<file path="config.mk">
export PLATFORM = sky130hd
export DESIGN_NAME = execute_stage
export DESIGN_NICKNAME = d
export VERILOG_FILES = /design/src/source/cpu_pkg.sv /design/src/source/execute_stage.sv
export VERILOG_INCLUDE_DIRS = /design/src /design/src/source
export SDC_FILE = /design/constraint.sdc
export NUM_CORES = 1
export LEC_CHECK = 0
export BUFFER_PORTS_ARGS = -buffer_cell sky130_fd_sc_hd__clkbuf_2
export CAP_MARGIN = 30
export CORE_ASPECT_RATIO = 2
export CORE_MARGIN = 8
export CORE_UTILIZATION = 51
export CTS_BUF_LIST = sky130_fd_sc_hd__clkbuf_4 sky130_fd_sc_hd__clkbuf_8 sky130_fd_sc_hd__clkbuf_16
export CTS_CLUSTER_SIZE = 10
export DETAILED_ROUTE_END_ITERATION = 6
export PLACE_DENSITY = 0.8
export RECOVER_POWER = 25
export SYNTH_ARGS = -nofsm -noshare
export SYNTH_HDL_FRONTEND = slang
export SYNTH_SLANG_ARGS = --single-unit
</file>
<file path="constraint.sdc">
create_clock -name input_clk -period 6 [get_ports input_clk]
set_input_delay 1.2 -clock input_clk [delete_from_list [all_inputs] [get_ports input_clk]]
set_output_delay 1.2 -clock input_clk [all_outputs]
set_load 0.01 [all_outputs]
</file>
<file path="src/source/cpu_consts.svh">
`ifndef CPU_CONSTS_SVH
`define CPU_CONSTS_SVH

// ========================================================================
// core widths and memory sizes
// ========================================================================

`define CPU_XLEN 32

// both memories are word addressed and share the host index width
`define CPU_IMEM_WORDS 256
`define CPU_DMEM_WORDS 256
`define CPU_MEM_AW $clog2(`CPU_DMEM_WORDS)

// fetch restarts here after an illegal opcode
`define CPU_HANDLER_ADDR 32'h0000_00FE

`endif

</file>
<file path="src/source/cpu_pkg.sv">
`include "cpu_consts.svh"

package cpu_pkg;

	typedef enum logic [6:0] {
		OP     = 7'b0110011,
		OP_IMM = 7'b0010011,
		LOAD   = 7'b0000011,
		STORE  = 7'b0100011,
		BRANCH = 7'b1100011,
		JAL    = 7'b1101111,
		SYSTEM = 7'b1110011 // ecall encoding, taken as halt
	} opcode_e;

	typedef enum logic [2:0] {ADD, SUB, AND, OR, XOR, SLT} alu_op_e;

	// ====================================================================
	// instruction word views
	// ====================================================================

	typedef struct packed {
		logic [6:0] funct7;
		logic [4:0] rs2;
		logic [4:0] rs1;
		logic [2:0] funct3;
		logic [4:0] rd;
		logic [6:0] opcode;
	} inst_r_t;

	typedef struct packed {
		logic [6:0] imm_hi;
		logic [4:0] rs2;
		logic [4:0] rs1;
		logic [2:0] funct3;
		logic [4:0] imm_lo;
		logic [6:0] opcode;
	} inst_sb_t;

	typedef union packed {
		inst_r_t  r;  // R and I formats, also read for the J immediate
		inst_sb_t sb; // S and B formats with the split immediate
	} inst_u;

	// ====================================================================
	// pipeline registers
	// ====================================================================

	typedef struct packed {
		logic                 valid;
		logic [`CPU_XLEN-1:0] pc;
		inst_u                inst;
	} if_id_t;

	typedef struct packed {
		logic                 valid;
		logic [`CPU_XLEN-1:0] pc;
		alu_op_e              alu_op;
		logic [4:0]           rs1;
		logic [4:0]           rs2;
		logic [4:0]           rd;
		logic [`CPU_XLEN-1:0] rs1_val;
		logic [`CPU_XLEN-1:0] rs2_val;
		logic [`CPU_XLEN-1:0] imm;
		logic                 use_imm;
		logic                 reg_write;
		logic                 mem_read;
		logic                 mem_write;
		logic                 is_branch;
		logic                 branch_ne;
		logic                 is_jal;
		logic                 is_halt;
	} id_ex_t;

	typedef struct packed {
		logic                 valid;
		logic [4:0]           rd;
		logic                 reg_write;
		logic                 mem_read;
		logic                 mem_write;
		logic                 is_halt;
		logic [`CPU_XLEN-1:0] alu_result; // also the word address of loads and stores
		logic [`CPU_XLEN-1:0] store_data;
	} ex_res_t;

	typedef struct packed {
		logic                 valid;
		logic [4:0]           rd;
		logic                 reg_write;
		logic [`CPU_XLEN-1:0] wdata;
	} wb_t;

	typedef struct packed {
		logic                 taken;
		logic [`CPU_XLEN-1:0] target;
	} redirect_t;

endpackage

</file>
<file path="src/source/execute_stage.sv">
`timescale 1ns/1ps
`include "cpu_consts.svh"

module execute_stage (
	input  logic               input_clk,
	input  logic               rst,
	input  cpu_pkg::id_ex_t    id_ex,
	input  cpu_pkg::wb_t       wb,
	input  logic               halted,
	output cpu_pkg::ex_res_t   ex_res,
	output cpu_pkg::redirect_t redirect
);
	import cpu_pkg::*;

	logic [`CPU_XLEN-1:0] op_a;
	logic [`CPU_XLEN-1:0] op_b;
	logic [`CPU_XLEN-1:0] alu_b;
	logic [`CPU_XLEN-1:0] alu_y;
	ex_res_t              nxt;

	// the memory stage result is younger than writeback, so it is checked first
	function automatic logic [`CPU_XLEN-1:0] forward(input logic [4:0] idx,
		input logic [`CPU_XLEN-1:0] rf_val);
		logic [`CPU_XLEN-1:0] val;
		val = rf_val;
		if (idx != 5'd0) begin
			if (ex_res.valid && ex_res.reg_write && (ex_res.rd == idx)) begin
				val = ex_res.alu_result;
			end else if (wb.valid && wb.reg_write && (wb.rd == idx)) begin
				val = wb.wdata;
			end
		end
		return val;
	endfunction

	always_comb begin
		op_a = forward(id_ex.rs1, id_ex.rs1_val);
		op_b = forward(id_ex.rs2, id_ex.rs2_val);
		alu_b = id_ex.use_imm ? id_ex.imm : op_b;
		case (id_ex.alu_op)
			SUB: alu_y = op_a - alu_b;
			AND: alu_y = op_a & alu_b;
			OR: alu_y = op_a | alu_b;
			XOR: alu_y = op_a ^ alu_b;
			SLT: alu_y = {{(`CPU_XLEN-1){1'b0}}, $signed(op_a) < $signed(alu_b)};
			default: alu_y = op_a + alu_b;
		endcase
	end

	always_comb begin
		redirect.taken = id_ex.valid &&
			(id_ex.is_jal || (id_ex.is_branch && ((op_a == op_b) != id_ex.branch_ne)));
		redirect.target = id_ex.pc + id_ex.imm;
	end

	always_comb begin
		nxt.valid = id_ex.valid;
		nxt.rd = id_ex.rd;
		nxt.reg_write = id_ex.reg_write;
		nxt.mem_read = id_ex.mem_read;
		nxt.mem_write = id_ex.mem_write;
		nxt.is_halt = id_ex.is_halt;
		nxt.alu_result = id_ex.is_jal ? id_ex.pc + 1'b1 : alu_y; // jal links the next word
		nxt.store_data = op_b;
	end

	always_ff @(posedge input_clk) begin
		if (rst) begin
			ex_res.valid <= 1'b0;
		end else if (!halted) begin
			ex_res <= nxt;
		end
	end

endmodule

</file>
# Yosys cells after proc, flatten, opt, wreduce, memory -nomap -nowiden
# Index checks and enable logic that the tools add are counted.
dict set report totals {
  reg_bits 74
  latchBits 0
  ramBits 0
  rom_bits 0
  inputBits 197
  out_inout_bits 107
  word_cells 50
  mem_count 0
}
dict set report op_classes {
  addsub 4
  mul 0
  div_mod_pow 0
  n_lt_le_gt_ge 1
  n_eq_ne 11
  n_shift 0
  mux 9
  bitwise_logic 5
  reduce_logical 12
}
# op n
set op_table {}
lappend op_table {{32-bit 2-to-1 mux} 8}
lappend op_table {{32-bit one-hot mux with 5 select lines} 1}
lappend op_table {{32-bit adder} 2}
lappend op_table {{32-bit by 1-bit adder with 32-bit output, second input constant} 1}
lappend op_table {{32-bit bitwise AND} 1}
lappend op_table {{32-bit == test} 1}
lappend op_table {{32-bit less-than comparator} 1}
lappend op_table {{32-bit OR} 1}
lappend op_table {{32-bit subtractor} 1}
lappend op_table {{32-bit XOR} 1}
lappend op_table {{5-bit == test} 4}
lappend op_table {{5-bit nonzero test} 2}
lappend op_table {{1-bit logical AND} 8}
lappend op_table {{3-bit by 2-bit == test with 1-bit output, second input constant} 2}
lappend op_table {{3-bit == test, second input constant} 2}
lappend op_table {{3-bit by 1-bit == test with 1-bit output, second input constant} 1}
lappend op_table {{1-bit inverter} 2}
lappend op_table {{2-bit AND reduction} 1}
lappend op_table {{1-bit logical OR} 1}
lappend op_table {{1-bit != test} 1}

# Longest topological paths before layout
dict set report depth {
  word_depth 10
  mapped_depth 21
  ltp_nobuf 19
}

# Worst setup path after synthesis
# Ideal clock, no wire load.
dict set report synth_timing {
  path_type {in2reg}
  startpoint {input port wb[34] (netlist name)}
  endpoint {register ex_res[32] (netlist name), data pin}
  setup_ns 0.159
  arrival_time_ns 5.788
  required_ns 5.841
  slack_ns 0.053
  cell_stages 19
  n_path_buf 1
  cell_sequence {xnor2_1 > nand4_1 > or3_1 > a22o_1 > buf_2 > a221oi_1 > ha_1 > inv_1 > fa_1 > nand2b_1 > a221oi_1 > o311ai_1 > a31oi_1 > a221oi_1 > o21ai_1 > o41ai_2 > o21bai_1 > a211o_1 > a22oi_1}
}
# element line
set synth_rtl {}
lappend synth_rtl {{start: declaration} execute_stage.sv:8} ;# input cpu_pkg::wb_t wb,
lappend synth_rtl {{end signal: assignment} execute_stage.sv:71} ;# ex_res <= nxt;
lappend synth_rtl {{end: declaration} execute_stage.sv:10} ;# output cpu_pkg::ex_res_t ex_res,

==> results.tsv <==
stage	metric	value	unit
status	status	finished, violations left	
status	failing checks	max-capacitance violations, max-slew violations	
global_routing	GRT Residual Overflow	0	
sta	Peak Freq	167.6	MHz
global_routing	initial antenna violation count	1	
power	PwrDens	170.6	mW/mm^2
synthesis	Cell variety after synth	81	
die	total I/O pin count	304	
finish	max reg flops	74	
placement	Placed Instances	2385	
die	die area	0.02994	sq mm
synthesis	Post-synth EDFFs	73	
synthesis	area leader, netlist	edfxtp_1	
setup_path	crit-path max FO	17	
power	maximum vdd drop	0.1374	mV
finish	Reg with most FFs	ex_res	
setup_path	WP data arrival	4770	ps
route	routed vias	15240	
sta	final setup vio count	0	
route	drt first pass iters	6	
synthesis	post-synthesis sequential area ratio	17.78	%
setup_path	worst-path cell chain	clkbuf_2, buf_4, xor2_1, nor2_1, and3_1, buf_4, a31oi_1, o22ai_1, inv_1, xnor2_1, nor4_1, nand4_1, or4_1, o211ai_1, clkbuf_2	
setup_path	Worst Setup EP	redirect[32]	
clock_network	clk sinks	74	
route	Iter 0 DRT Violations	1870	
global_routing	total track usage	35.75	%
placement	dpl hpwl	45530	microns
setup_path	Critical Path Source	wb[34]	
die	Placeable Area	0.02422	sq mm
clock_network	clk buf depth	2	
setup_path	WP data required	4800	ps
route	Post-DRT Antenna Nets	0	
die	chip width	126.4	microns
global_routing	vias in the first global route	14390	
route	routed vias/inst	6.340	
placement	# port buffers	303	
synthesis	Post-Synth Adder-Cell Area	13.36	%
setup_path	startpoint types	input port	
synthesis	most frequent cells after synthesis	171 x inv_1, 157 x a21oi_1, 128 x ha_1	
setup_path	RR Endpoint	ex_res[62]$_DFFE_PP_	
sta	slew margin rel.	-191.9	%
flow_run	max cap viols	1	
clock_network	CTS buffer count	9	
setup_path	Setup crit end kind	output pin	
synthesis	post-synthesis simple-gate area fraction	17.70	%
clock_network	TritonCTS clock tree	built	
synthesis	Synth Area in XOR/XNOR	9.224	%
synthesis	Synth Flop Type	edfxtp_1	
route	DRC violations left	0	
clock_network	clock insertion delay at the later pin of the skew report	360	ps
finish	final-stage net count	2438	
synthesis	Net Count, Synth	2004	
sta	final worst-path cycle share	99.45	%
finish	fraction of layout cells with a size suffix above 1	28.62	%
synthesis	register bit total from synthesis	74	
hold_path	Tightest Hold Check Type	flip-flop to flip-flop	
finish	leading registers by flop count	ex_res x74	
synthesis	complex-gate fraction of the synthesized area	32.41	%
synthesis	most frequent cell after synthesis	inv_1	
placement	RD Place Congestion	1.047	
route	WL per Instance	23.20	microns
synthesis	Cell Area, Synth	0.01244	sq mm
power	Leakage	7.589	nW
synthesis	asr flop ratio synth	0	%
finish	Ant. Diodes	0	
synthesis	Synth area leaders	edfxtp_1 18%, ha_1 13%, a21oi_1 6.3%, xnor2_1 6.3%, inv_1 5.2%	
setup_path	R2R Path Start	ex_res[68]$_DFFE_PP_	
finish	final core occ	66.61	%
setup_path	crit-path max cell delay	540	ps
clock_network	root cell of the clock tree	clkbuf_16	
die	Starting Density	51.35	%
sta	clock skew	16.42	ps
sta	count of final hold-check violations	0	
global_routing	pin count of the biggest net entering global routing	74	
synthesis	Mapped Cells	1676	
synthesis	synthesis warning total	0	
route	total wire length	55780	microns
synthesis	top-area cell type share of the netlist area	17.62	%
setup_path	R2R setup slack	720	ps
sta	Worst Tran Pin Value	4379	ps
die	Die Y	236.9	microns
clock_network	H-tree depth	3	
setup_path	slowest stage cell on the critical path	or4_1	
die	Row Count	81	
sta	minimum clock period	5967	ps
setup_path	WS Path Type	input port to output pin	
clock_network	Worst-path clk slew	70	ps
finish	area grow syn2layout	29.72	%
finish	Finished Layout Cells	2404	
setup_path	R2R cell count	20	
sta	RSZ-0062 raised after global routing	true	
synthesis	mux contribution to synthesized area	0.9456	%
synthesis	Synth Area per Inst	7.421	sq um
synthesis	largest family of logic cells by synthesized area	compound AO/OA/AOI/OAI gates	
global_routing	first-pass GRT wire length	83340	microns
sta	max-slew violations	73	
[layer usage]
metal  share of wire, %  vias to the layer above  track usage, %
li1                   -                     7002               -
met1                 38                     6958           43.01
met2                 44                     1085           56.43
met3                 10                      195           6.264
met4                7.8                        2           25.28
met5              0.023                        -               0
[worst min-delay path by stage]
stage	from	slack, ps	depth (start not counted)	to
6_report	ex_res[73]$_SDFFE_PP0N_	570	2	ex_res[73]$_SDFFE_PP0N_
5_1_grt	ex_res[73]$_SDFFE_PP0N_	620	2	ex_res[73]$_SDFFE_PP0N_
4_1_cts	ex_res[73]$_SDFFE_PP0N_	560	2	ex_res[73]$_SDFFE_PP0N_
3_5_place_dp	ex_res[73]$_SDFFE_PP0N_	550	2	ex_res[73]$_SDFFE_PP0N_
3_3_place_gp	ex_res[73]$_SDFFE_PP0N_	520	2	ex_res[73]$_SDFFE_PP0N_
2_1_floorplan	ex_res[73]$_SDFFE_PP0N_	550	2	ex_res[73]$_SDFFE_PP0N_
[cell type report]
cell class	count	area, sq um
Multi-Input combinational cell	1322	9360
Fill cell	2173	8088
Timing Repair Buffer	529	3253
Sequential cell	74	2212
Inverter	174	653.1
Tap cell	290	362.8
Clock buffer	9	225.2
Clock inverter	6	67.56
[cell families after synthesis]
kind of cell	after synthesis
and+or+nand+nor	459
AOI/OAI and AO/OA	590
xor gates and xnor gates	131
buffers and inverters	280
DFF	74
adders and majority gates	131
muxes	11
[cell usage in the layout, fill, tap and decap left out, types with 7 or more instances in the layout]
cell type,n
inv_1,171
a221oi_2,23
nand4_1,16
a221oi_4,8
a21oi_1,156
and2_1,11
o211ai_1,7
o21bai_1,23
a22oi_1,9
nand3_1,26
clkbuf_16,9
a21o_1,23
o21a_1,21
ha_1,128
xnor2_1,88
nand2_1,112
nor4_1,13
o31ai_1,14
nor3_1,57
or3_1,11
nor2b_1,10
a221oi_1,11
buf_4,219
o31a_1,7
nand2b_1,15
o21ai_1,15
clkbuf_2,302
nor2_1,121
a31oi_1,41
o22ai_1,47
edfxtp_1,73
xor2_1,42
and3_1,44
a211oi_1,23
o21ai_0,83
[timing repair]
item,in CTS,in global routing
cloned,0,0
setup endpoints to repair,1,13
resized for setup,1,23
setup buffers,0,3
pin swaps,0,6
hold buffers,0,0
[per-stage QoR]
step	hold slack, ps	worst slack (ps)	total power [mW]	instance area (sq um)	setup TNS [ps]
floorplan	553.7	53.26	1.516	12440	0
CTS	563.8	9.852	2.699	15940	0
finish	573.1	32.85	2.752	16130	0
global route	624.7	-9.074	2.891	16130	-17.54
global placement	520.9	-249.8	2.124	15620	-1212
detailed placement	552.9	-358.0	2.130	15640	-2119
[worst max-delay path: cells and delay by family]
kind	cells	cell delay [ps]
xor+xnor	2	320
simple gates	5	1560
compound gates	3	670
buf+inv	5	1000
[power by group]
| part | internal [mW] | switching (mW) | leakage, nW |
|---|---|---|---|
| combinational | 0.659 | 0.875 | 6.76 |
| sequential | 0.618 | 0.0344 | 0.693 |
| clock | 0.321 | 0.244 | 0.138 |
No activity file was read; power rests on OpenSTA's default activity.
